`src/logic/hci_queue_pkg.sv`:
```
// Queue block package with widths, CSR offsets, opcodes and data types
package hci_queue_pkg;

  localparam int unsigned CsrAddrWidth    = 8;
  localparam int unsigned CsrDataWidth    = 32;
  localparam int unsigned HciCmdDataWidth = 64;
  localparam int unsigned HciThldWidth    = 8;

  typedef logic [CsrAddrWidth-1:0] csr_addr_t;

  // Also used for response entries
  typedef logic [CsrDataWidth-1:0] csr_data_t;

  typedef logic [HciCmdDataWidth-1:0] hci_cmd_t;

  typedef logic [HciThldWidth-1:0] thld_t;

  // Write-only lower command half
  localparam csr_addr_t CmdLoAddr  = 8'h00;
  // Upper command half whose write pushes the whole command
  localparam csr_addr_t CmdHiAddr  = 8'h04;
  // Read-only response pop
  localparam csr_addr_t RespAddr   = 8'h08;
  // Command threshold in [7:0] and response threshold in [15:8]
  localparam csr_addr_t ThldAddr   = 8'h0C;
  // Read-only depths and full and empty flags
  localparam csr_addr_t StatusAddr = 8'h10;

  // Status word bit positions
  localparam int unsigned StatusCmdDepthLsb  = 0;
  localparam int unsigned StatusRespDepthLsb = 8;
  localparam int unsigned StatusCmdFullBit   = 16;
  localparam int unsigned StatusCmdEmptyBit  = 17;
  localparam int unsigned StatusRespFullBit  = 18;
  localparam int unsigned StatusRespEmptyBit = 19;

  typedef enum logic [2:0] {
    OP_CMD_LO,
    OP_CMD_PUSH,
    OP_RESP_POP,
    OP_THLD_WR,
    OP_THLD_RD,
    OP_STATUS_RD,
    OP_INVALID
  } csr_op_e;

  // Both ready thresholds come out of reset at this value
  localparam thld_t ThldResetValue = 8'd1;

endpackage

```
`src/logic/hci_stage_if.sv`:
```
// Stage interfaces csr_req_if and csr_exec_if for the CSR pipeline
interface csr_req_if;

  logic                      valid;
  hci_queue_pkg::csr_op_e    op;
  logic                      is_wr;
  hci_queue_pkg::csr_data_t  wdata;

  modport decode (
    output valid,
    output op,
    output is_wr,
    output wdata
  );

  modport execute (
    input valid,
    input op,
    input is_wr,
    input wdata
  );

endinterface

interface csr_exec_if;

  logic                      valid;
  logic                      is_wr;
  hci_queue_pkg::csr_data_t  rdata;
  logic                      err;

  modport execute (
    output valid,
    output is_wr,
    output rdata,
    output err
  );

  modport result (
    input valid,
    input is_wr,
    input rdata,
    input err
  );

endinterface

```
`src/logic/hci_queue.sv`:
```
// Circular FIFO with depth count, full and empty flags and fall-through head
module hci_queue #(
  parameter int unsigned Depth = 8,
  parameter int unsigned Width = 32,
  localparam int unsigned DepthWidth = $clog2(Depth + 1),
  localparam int unsigned PtrWidth   = $clog2(Depth)
) (
  input  logic                  aclk,
  input  logic                  rst_n_i,
  input  logic                  push_i,
  input  logic [Width-1:0]      wdata_i,
  input  logic                  pop_i,
  output logic [Width-1:0]      rdata_o,
  output logic [DepthWidth-1:0] depth_o,
  output logic                  full_o,
  output logic                  empty_o
);

  logic [Width-1:0]      mem_q [Depth];
  logic [PtrWidth-1:0]   wr_ptr_q;
  logic [PtrWidth-1:0]   rd_ptr_q;
  logic [DepthWidth-1:0] depth_q;
  logic                  push_ok;
  logic                  pop_ok;

  // Depth need not be a power of two
  function automatic logic [PtrWidth-1:0] ptr_inc(input logic [PtrWidth-1:0] ptr);
    return (ptr == PtrWidth'(Depth - 1)) ? '0 : ptr + 1'b1;
  endfunction

  assign full_o  = depth_q == DepthWidth'(Depth);
  assign empty_o = depth_q == '0;
  assign push_ok = push_i && !full_o;
  assign pop_ok  = pop_i && !empty_o;

  always_ff @(posedge aclk) begin
    if (push_ok) begin
      mem_q[wr_ptr_q] <= wdata_i;
    end
  end

  always_ff @(posedge aclk or negedge rst_n_i) begin
    if (!rst_n_i) begin
      wr_ptr_q <= '0;
      rd_ptr_q <= '0;
      depth_q  <= '0;
    end else begin
      if (push_ok) begin
        wr_ptr_q <= ptr_inc(wr_ptr_q);
      end
      if (pop_ok) begin
        rd_ptr_q <= ptr_inc(rd_ptr_q);
      end
      // Simultaneous push and pop keeps the count
      case ({push_ok, pop_ok})
        2'b10:   depth_q <= depth_q + 1'b1;
        2'b01:   depth_q <= depth_q - 1'b1;
        default: depth_q <= depth_q;
      endcase
    end
  end

  assign rdata_o = mem_q[rd_ptr_q];
  assign depth_o = depth_q;

endmodule

```
`src/logic/csr_decode.sv`:
```
// CSR decode stage that registers a request and maps address and direction to an opcode
module csr_decode (
  input  logic                     aclk,
  input  logic                     rst_n_i,
  input  logic                     req_i,
  input  logic                     req_is_wr_i,
  input  hci_queue_pkg::csr_addr_t addr_i,
  input  hci_queue_pkg::csr_data_t wr_data_i,
  csr_req_if.decode                req_o
);

  hci_queue_pkg::csr_op_e op_d;

  // Wrong direction on a known register is treated like an unknown address
  always_comb begin
    op_d = hci_queue_pkg::OP_INVALID;
    case (addr_i)
      hci_queue_pkg::CmdLoAddr: begin
        if (req_is_wr_i) begin
          op_d = hci_queue_pkg::OP_CMD_LO;
        end
      end
      hci_queue_pkg::CmdHiAddr: begin
        if (req_is_wr_i) begin
          op_d = hci_queue_pkg::OP_CMD_PUSH;
        end
      end
      hci_queue_pkg::RespAddr: begin
        if (!req_is_wr_i) begin
          op_d = hci_queue_pkg::OP_RESP_POP;
        end
      end
      hci_queue_pkg::ThldAddr: begin
        op_d = req_is_wr_i ? hci_queue_pkg::OP_THLD_WR : hci_queue_pkg::OP_THLD_RD;
      end
      hci_queue_pkg::StatusAddr: begin
        if (!req_is_wr_i) begin
          op_d = hci_queue_pkg::OP_STATUS_RD;
        end
      end
      default: begin
        op_d = hci_queue_pkg::OP_INVALID;
      end
    endcase
  end

  always_ff @(posedge aclk or negedge rst_n_i) begin
    if (!rst_n_i) begin
      req_o.valid <= 1'b0;
      req_o.op    <= hci_queue_pkg::OP_INVALID;
      req_o.is_wr <= 1'b0;
    end else begin
      req_o.valid <= req_i;
      req_o.op    <= op_d;
      req_o.is_wr <= req_is_wr_i;
    end
  end

  always_ff @(posedge aclk) begin
    req_o.wdata <= wr_data_i;
  end

endmodule

```
`src/logic/csr_execute.sv`:
```
// CSR execute stage with command assembly, both queues, thresholds and read data
module csr_execute #(
  parameter int unsigned HciCmdFifoDepth  = 8,
  parameter int unsigned HciRespFifoDepth = 8,
  localparam int unsigned CmdDepthWidth  = $clog2(HciCmdFifoDepth + 1),
  localparam int unsigned RespDepthWidth = $clog2(HciRespFifoDepth + 1)
) (
  input  logic                     aclk,
  input  logic                     rst_n_i,
  csr_req_if.execute               req_i,
  csr_exec_if.execute              exec_o,
  output logic                     hci_cmd_full_o,
  output logic                     hci_cmd_empty_o,
  output logic [CmdDepthWidth-1:0] hci_cmd_depth_o,
  output hci_queue_pkg::thld_t     hci_cmd_ready_thld_o,
  output logic                     hci_cmd_ready_thld_trig_o,
  output logic                     hci_cmd_rvalid_o,
  input  logic                     hci_cmd_rready_i,
  output hci_queue_pkg::hci_cmd_t  hci_cmd_rdata_o,
  output logic                      hci_resp_full_o,
  output logic                      hci_resp_empty_o,
  output logic [RespDepthWidth-1:0] hci_resp_depth_o,
  output hci_queue_pkg::thld_t      hci_resp_ready_thld_o,
  output logic                      hci_resp_ready_thld_trig_o,
  output logic                      hci_resp_wready_o,
  input  logic                      hci_resp_wvalid_i,
  input  hci_queue_pkg::csr_data_t  hci_resp_wdata_i
);

  localparam int unsigned TW = hci_queue_pkg::HciThldWidth;

  hci_queue_pkg::csr_data_t cmd_lo_q;
  hci_queue_pkg::csr_data_t resp_head;
  hci_queue_pkg::csr_data_t rdata_d;
  hci_queue_pkg::thld_t     cmd_thld_q;
  hci_queue_pkg::thld_t     resp_thld_q;
  logic [CmdDepthWidth-1:0] cmd_free;
  logic                     cmd_push;
  logic                     resp_pop;
  logic                     err_d;

  assign cmd_push = req_i.valid && (req_i.op == hci_queue_pkg::OP_CMD_PUSH) && !hci_cmd_full_o;
  assign resp_pop = req_i.valid && (req_i.op == hci_queue_pkg::OP_RESP_POP) && !hci_resp_empty_o;

  assign hci_cmd_rvalid_o  = !hci_cmd_empty_o;
  assign hci_resp_wready_o = !hci_resp_full_o;

  hci_queue #(
    .Depth(HciCmdFifoDepth),
    .Width(hci_queue_pkg::HciCmdDataWidth)
  ) cmd_queue_i (
    .aclk    (aclk),
    .rst_n_i (rst_n_i),
    .push_i  (cmd_push),
    .wdata_i ({req_i.wdata, cmd_lo_q}),
    .pop_i   (hci_cmd_rvalid_o && hci_cmd_rready_i),
    .rdata_o (hci_cmd_rdata_o),
    .depth_o (hci_cmd_depth_o),
    .full_o  (hci_cmd_full_o),
    .empty_o (hci_cmd_empty_o)
  );

  hci_queue #(
    .Depth(HciRespFifoDepth),
    .Width(hci_queue_pkg::CsrDataWidth)
  ) resp_queue_i (
    .aclk    (aclk),
    .rst_n_i (rst_n_i),
    .push_i  (hci_resp_wvalid_i && hci_resp_wready_o),
    .wdata_i (hci_resp_wdata_i),
    .pop_i   (resp_pop),
    .rdata_o (resp_head),
    .depth_o (hci_resp_depth_o),
    .full_o  (hci_resp_full_o),
    .empty_o (hci_resp_empty_o)
  );

  // Triggers
  assign cmd_free = CmdDepthWidth'(HciCmdFifoDepth) - hci_cmd_depth_o;
  assign hci_cmd_ready_thld_trig_o = TW'(cmd_free) >= cmd_thld_q;
  assign hci_resp_ready_thld_trig_o = (resp_thld_q != '0) &&
                                      (TW'(hci_resp_depth_o) >= resp_thld_q);
  assign hci_cmd_ready_thld_o  = cmd_thld_q;
  assign hci_resp_ready_thld_o = resp_thld_q;

  always_comb begin
    rdata_d = '0;
    err_d   = 1'b0;
    case (req_i.op)
      hci_queue_pkg::OP_CMD_PUSH: err_d = hci_cmd_full_o;
      hci_queue_pkg::OP_RESP_POP: begin
        err_d   = hci_resp_empty_o;
        rdata_d = hci_resp_empty_o ? '0 : resp_head;
      end
      hci_queue_pkg::OP_THLD_RD: begin
        rdata_d[TW-1:0]    = cmd_thld_q;
        rdata_d[2*TW-1:TW] = resp_thld_q;
      end
      hci_queue_pkg::OP_STATUS_RD: begin
        rdata_d[hci_queue_pkg::StatusCmdDepthLsb +: 8]  = 8'(hci_cmd_depth_o);
        rdata_d[hci_queue_pkg::StatusRespDepthLsb +: 8] = 8'(hci_resp_depth_o);
        rdata_d[hci_queue_pkg::StatusCmdFullBit]   = hci_cmd_full_o;
        rdata_d[hci_queue_pkg::StatusCmdEmptyBit]  = hci_cmd_empty_o;
        rdata_d[hci_queue_pkg::StatusRespFullBit]  = hci_resp_full_o;
        rdata_d[hci_queue_pkg::StatusRespEmptyBit] = hci_resp_empty_o;
      end
      hci_queue_pkg::OP_INVALID: err_d = 1'b1;
      default: err_d = 1'b0;
    endcase
  end

  always_ff @(posedge aclk or negedge rst_n_i) begin
    if (!rst_n_i) begin
      exec_o.valid <= 1'b0;
      exec_o.is_wr <= 1'b0;
      exec_o.err   <= 1'b0;
      cmd_thld_q   <= hci_queue_pkg::ThldResetValue;
      resp_thld_q  <= hci_queue_pkg::ThldResetValue;
    end else begin
      exec_o.valid <= req_i.valid;
      exec_o.is_wr <= req_i.is_wr;
      exec_o.err   <= req_i.valid && err_d;
      if (req_i.valid && (req_i.op == hci_queue_pkg::OP_THLD_WR)) begin
        cmd_thld_q  <= req_i.wdata[TW-1:0];
        resp_thld_q <= req_i.wdata[2*TW-1:TW];
      end
    end
  end

  // Lower half survives a rejected push
  always_ff @(posedge aclk) begin
    exec_o.rdata <= rdata_d;
    if (req_i.valid && (req_i.op == hci_queue_pkg::OP_CMD_LO)) begin
      cmd_lo_q <= req_i.wdata;
    end
  end

endmodule

```
`src/logic/csr_result.sv`:
```
// CSR result stage producing acknowledge pulses, error flags and read data
module csr_result (
  input  logic                     aclk,
  input  logic                     rst_n_i,
  csr_exec_if.result               exec_i,
  output logic                     rd_ack_o,
  output logic                     rd_err_o,
  output hci_queue_pkg::csr_data_t rd_data_o,
  output logic                     wr_ack_o,
  output logic                     wr_err_o
);

  logic rd_done;
  logic wr_done;

  assign rd_done = exec_i.valid && !exec_i.is_wr;
  assign wr_done = exec_i.valid && exec_i.is_wr;

  always_ff @(posedge aclk or negedge rst_n_i) begin
    if (!rst_n_i) begin
      rd_ack_o  <= 1'b0;
      rd_err_o  <= 1'b0;
      rd_data_o <= '0;
      wr_ack_o  <= 1'b0;
      wr_err_o  <= 1'b0;
    end else begin
      rd_ack_o <= rd_done;
      wr_ack_o <= wr_done;
      rd_err_o <= rd_done && exec_i.err;
      wr_err_o <= wr_done && exec_i.err;
      // Zero between read acks
      rd_data_o <= rd_done ? exec_i.rdata : '0;
    end
  end

endmodule

```
`src/logic/hci_queue_top.sv`:
```
// Top level of the HCI command and response queue block
module hci_queue_top #(
  parameter int unsigned HciCmdFifoDepth  = 8,
  parameter int unsigned HciRespFifoDepth = 8,
  localparam int unsigned CmdDepthWidth  = $clog2(HciCmdFifoDepth + 1),
  localparam int unsigned RespDepthWidth = $clog2(HciRespFifoDepth + 1)
) (
  input  logic                      aclk,
  input  logic                      rst_n_i,
  // CSR side
  input  logic                      cpuif_req_i,
  input  logic                      cpuif_req_is_wr_i,
  input  hci_queue_pkg::csr_addr_t  cpuif_addr_i,
  input  hci_queue_pkg::csr_data_t  cpuif_wr_data_i,
  output logic                      cpuif_rd_ack_o,
  output logic                      cpuif_rd_err_o,
  output hci_queue_pkg::csr_data_t  cpuif_rd_data_o,
  output logic                      cpuif_wr_ack_o,
  output logic                      cpuif_wr_err_o,
  // Command queue
  output logic                      hci_cmd_full_o,
  output logic                      hci_cmd_empty_o,
  output logic [CmdDepthWidth-1:0]  hci_cmd_depth_o,
  output hci_queue_pkg::thld_t      hci_cmd_ready_thld_o,
  output logic                      hci_cmd_ready_thld_trig_o,
  output logic                      hci_cmd_rvalid_o,
  input  logic                      hci_cmd_rready_i,
  output hci_queue_pkg::hci_cmd_t   hci_cmd_rdata_o,
  // Response queue
  output logic                      hci_resp_full_o,
  output logic                      hci_resp_empty_o,
  output logic [RespDepthWidth-1:0] hci_resp_depth_o,
  output hci_queue_pkg::thld_t      hci_resp_ready_thld_o,
  output logic                      hci_resp_ready_thld_trig_o,
  output logic                      hci_resp_wready_o,
  input  logic                      hci_resp_wvalid_i,
  input  hci_queue_pkg::csr_data_t  hci_resp_wdata_i
);

  csr_req_if  req_if ();
  csr_exec_if exec_if ();

  csr_decode csr_decode_i (
    .aclk        (aclk),
    .rst_n_i     (rst_n_i),
    .req_i       (cpuif_req_i),
    .req_is_wr_i (cpuif_req_is_wr_i),
    .addr_i      (cpuif_addr_i),
    .wr_data_i   (cpuif_wr_data_i),
    .req_o       (req_if.decode)
  );

  csr_execute #(
    .HciCmdFifoDepth  (HciCmdFifoDepth),
    .HciRespFifoDepth (HciRespFifoDepth)
  ) csr_execute_i (
    .aclk                       (aclk),
    .rst_n_i                    (rst_n_i),
    .req_i                      (req_if.execute),
    .exec_o                     (exec_if.execute),
    .hci_cmd_full_o             (hci_cmd_full_o),
    .hci_cmd_empty_o            (hci_cmd_empty_o),
    .hci_cmd_depth_o            (hci_cmd_depth_o),
    .hci_cmd_ready_thld_o       (hci_cmd_ready_thld_o),
    .hci_cmd_ready_thld_trig_o  (hci_cmd_ready_thld_trig_o),
    .hci_cmd_rvalid_o           (hci_cmd_rvalid_o),
    .hci_cmd_rready_i           (hci_cmd_rready_i),
    .hci_cmd_rdata_o            (hci_cmd_rdata_o),
    .hci_resp_full_o            (hci_resp_full_o),
    .hci_resp_empty_o           (hci_resp_empty_o),
    .hci_resp_depth_o           (hci_resp_depth_o),
    .hci_resp_ready_thld_o      (hci_resp_ready_thld_o),
    .hci_resp_ready_thld_trig_o (hci_resp_ready_thld_trig_o),
    .hci_resp_wready_o          (hci_resp_wready_o),
    .hci_resp_wvalid_i          (hci_resp_wvalid_i),
    .hci_resp_wdata_i           (hci_resp_wdata_i)
  );

  csr_result csr_result_i (
    .aclk      (aclk),
    .rst_n_i   (rst_n_i),
    .exec_i    (exec_if.result),
    .rd_ack_o  (cpuif_rd_ack_o),
    .rd_err_o  (cpuif_rd_err_o),
    .rd_data_o (cpuif_rd_data_o),
    .wr_ack_o  (cpuif_wr_ack_o),
    .wr_err_o  (cpuif_wr_err_o)
  );

endmodule

```
`config.mk`:
```
export PLATFORM = sky130hd
export DESIGN_NAME = hci_queue_top
export DESIGN_NICKNAME = d
export VERILOG_FILES = /design/src/logic/hci_queue_pkg.sv /design/src/logic/hci_stage_if.sv /design/src/logic/hci_queue.sv /design/src/logic/csr_decode.sv /design/src/logic/csr_execute.sv /design/src/logic/csr_result.sv /design/src/logic/hci_queue_top.sv
export SDC_FILE = /design/constraint.sdc
export NUM_CORES = 1
export LEC_CHECK = 0
export BUFFER_PORTS_ARGS = -buffer_cell sky130_fd_sc_hd__buf_2
export CORE_ASPECT_RATIO = 0.6
export CORE_MARGIN = 5
export CORE_UTILIZATION = 35
export CTS_CLUSTER_SIZE = 16
export DETAILED_ROUTE_END_ITERATION = 8
export SETUP_SLACK_MARGIN = 0.5
export SYNTH_ARGS = -nofsm -noshare
export SYNTH_HDL_FRONTEND = slang
export SYNTH_SLANG_ARGS = --single-unit
```
`constraint.sdc`:
```
create_clock -name aclk -period 7.8 [get_ports aclk]
set_input_delay 0.78 -clock aclk [delete_from_list [all_inputs] [get_ports aclk]]
set_output_delay 0.78 -clock aclk [all_outputs]
set_load 0.005 [all_outputs]
```
==> results.md <==
- Status: complete, no violations
- Register Area: 27330 sq um
- Slowest CP cell: buf_4
- Layout cells sized above 1: 36.78%
- TritonCTS buffer count: 89
- Critical Path Start: csr_execute_i.cmd_queue_i.rd_ptr_q[0]
- CP startpoint kind: flop
- Post-DP HPWL: 47380 microns
- Synthesized Nets: 1673
- Post-synth EDFFs: 800
- Remaining DRCs: 0
- Reg-to-Reg Start: csr_execute_i.cmd_queue_i.depth_o[0]
- Hold Path Class: input pin to asynchronous set/reset pin
- Clk pin slew, worst setup/hold paths: 60 ps
- Final period utilization: 57.46%
- Total Routing Usage GR: 15.46%
- Worst VDD drop: 0.1972 mV
- Slowest stage delay, CP: 950 ps
- Root Buffer: clkbuf_16
- Worst-Margin Slew: 1165 ps
- Max Buffers Root-to-Sink: 3
- Starting Density: 35.36%
- Die Ht: 254.3 microns
- Die X: 417.2 microns
- CP Class: flop to primary output
- Levels on crit path: 4
- Antenna violation net count after detailed routing: 0
- Final WL: 81850 microns
- Layout Nets: 1933
- #FFs+latches synth: 944
- Worst hold slack: 143.9 ps
- CP Data Required Time: 7020 ps
- Row count: 89
- Area of the multi-input gates: 7207 sq um
- I/O pin total: 210
- RSZ-0062 raised after global routing: no
- Fmax: 223.1 MHz
- Post-CTS setup buffers: 0
- Total negative slack: 0 ps
- DRT Pass-1 Iters: 5
- Largest net degree at the start of global routing: 69
- Fin crit period: 4482 ps
- Primary FF master, synth: edfxtp_1
- ANT cells: 0
- R2r endpoint: csr_execute_i.cmd_queue_i.mem_q[4][13]
- Final Hold Vio Count: 0
- Max cap viols: 0
- Leakage: 0.01364 uW
- Fin. max-slew vios: 0
- WP buf/inv: 2
- Critical Path End Type: primary output
- CP delay by family, top: buffers and inverters
- Initial antenna violation count: 8
- Avg Synthesized Cell Area: 22.16 sq um
- GRT overflow: 0
- Synth unique cells: 49
- Worst-case reg-to-reg path depth: 7
- Setup violations, final: 0
- Post-CTS Resized: 0
- Clk_lat worst skew: 690 ps
- WL per Instance: 25.38 microns
- Vias: 16291
- Core Region: 98440 sq um
- Cell Pwr Density: 317.7 nW/um^2
- Starting DRT DRC Count: 1054
- Final Wtd Congestion: 0.7317
- Post-Syn Area: 34810 sq um
- Worst-path cell chain: buf_4, mux4_2, mux2_2, buf_2
- # fillers: 8600
- Syn. warnings: 0
- Vias in the first global route: 17188
- Ys async rst share: 8.475%
- Hold buffers post-CTS: 0
- Crit path max fanout: 53
- Htree depth: 3
- Clock Skews: 34.39 ps
- Area Growth Syn to Fin: 16.38%
- Max transition margin: 22.09%
- R2R Setup Slk: 4040 ps
- Crit path arrival time: 3700 ps
- Sequential element share of the synthesized area: 78.45%
- First-pass GRT wire length: 119600 microns
- Commonest non-fill, non-tap cells in the layout: edfxtp_1, buf_2, mux4_2, mux2_2, clkbuf_16
- Vias per Instance: 5.051
- Sink Count: 944
- CTS tree: built
- DIE AREA: 106100 sq um
- Most common cell after layout, fill and taps aside: edfxtp_1
- Port-buffer cells: 209
- Mapped Cells: 1571
[cell usage after synthesis, types with 2 or more instances]
| cell type | instances | area share, % |
|---|---|---|
| o21ai_0 | 11 | 0.16 |
| nor2_1 | 36 | 0.39 |
| nand3_1 | 5 | 0.072 |
| buf_6 | 2 | 0.065 |
| and2_1 | 35 | 0.63 |
| dfrtp_1 | 76 | 5.5 |
| mux2_2 | 90 | 2.9 |
| a21oi_1 | 5 | 0.072 |
| clkbuf_1 | 20 | 0.22 |
| nand3b_1 | 2 | 0.043 |
| ha_1 | 24 | 0.86 |
| nor3_1 | 8 | 0.12 |
| mux2i_1 | 15 | 0.43 |
| or2_2 | 2 | 0.036 |
| buf_2 | 19 | 0.27 |
| mux4_2 | 192 | 12 |
| dfstp_2 | 4 | 0.30 |
| nand2_1 | 39 | 0.42 |
| xnor2_1 | 4 | 0.10 |
| buf_1 | 14 | 0.15 |
| dfxtp_1 | 64 | 3.7 |
| nor2b_1 | 6 | 0.11 |
| xor2_1 | 10 | 0.25 |
| a22oi_1 | 27 | 0.58 |
| nor4_1 | 2 | 0.036 |
| buf_4 | 14 | 0.30 |
| inv_1 | 15 | 0.16 |
| edfxtp_1 | 800 | 69 |
| nor3b_1 | 4 | 0.086 |
| nand2b_1 | 7 | 0.13 |
[worst reg2reg max path, stage by stage (launching register included)]
cell,delay (ps)
dfrtp_1,480
inv_1,130
ha_1,240
nand3b_1,190
nand3_1,300
or2_2,480
nor2_4,750
buf_4,760
[metrics by stage]
stage	setup WS, ps	cells	total power, uW	instance area (sq um)	util [%]
floorplan	1303	1571	7662	34810	-
global placement	3937	3059	8632	37510	38.11
detailed placement	3897	3059	8675	37510	38.11
CTS	3109	3225	13090	40510	41.16
global route	2943	3225	13460	40510	41.16
finish	3318	3225	12870	40510	41.16
[registers in the layout (all words and copies together) (netlist names), 3 cells and up]
register                             flops
csr_execute_i.cmd_queue_i.rd_ptr_q       3
csr_execute_i.cmd_queue_i.wr_ptr_q       3
csr_execute_i.hci_resp_ready_thld_o      8
csr_decode_i.req_o.op                    3
csr_decode_i.req_o.wdata                32
csr_execute_i.resp_queue_i.rd_ptr_q      3
csr_execute_i.resp_queue_i.wr_ptr_q      3
csr_execute_i.cmd_queue_i.mem_q        512
csr_execute_i.resp_queue_i.mem_q       256
csr_execute_i.hci_cmd_ready_thld_o       8
csr_execute_i.exec_o.rdata              32
csr_result_i.rd_data_o                  32
csr_execute_i.cmd_lo_q                  32
csr_execute_i.cmd_queue_i.depth_o        4
csr_execute_i.resp_queue_i.depth_o       4
[cell type report]
| type | instances | share of cell area (%) |
|---|---|---|
| clock buffers | 110 | 5.914 |
| flip-flops and latches | 944 | 67.46 |
| multi-input cells | 543 | 17.79 |
| inverters | 15 | 0.1390 |
| clock inverters | 56 | 1.498 |
| repair buffers | 238 | 3.125 |
| well taps | 1319 | 4.073 |
[per-layer routing]
layer / global-route usage, % / up-vias / wire, microns
li1: - / 6915 / -
met1: 22.22 / 8843 / 36950
met2: 24.02 / 416 / 38470
met3: 3.226 / 117 / 4121
met4: 4.618 / 0 / 2316
met5: 0 / - / 0
[logic make-up after synthesis]
family | after synthesis | synth area share, %
fa+ha+maj | 24 | 0.8626
flops | 944 | 78.45
mux | 297 | 15.76
compound gates | 51 | 0.9848
buf+inv | 84 | 1.168
simple gates | 157 | 2.415
xor+xnor | 14 | 0.3522
[power breakdown]
part	switching (uW)	internal (uW)
logic	1150	1270
registers	359	5710
clock network	1930	2450
total	3440	9430
[worst max-delay path by stage]
stage                                                  endpoint
final                                       hci_cmd_rdata_o[62]
after global routing                        hci_cmd_rdata_o[62]
after CTS                                   hci_cmd_rdata_o[62]
after detailed placement                    hci_cmd_rdata_o[62]
after global placement                      hci_cmd_rdata_o[62]
after floorplan           csr_execute_i.cmd_queue_i.mem_q[0][0]
No activity file was read; power rests on OpenSTA's default activity.
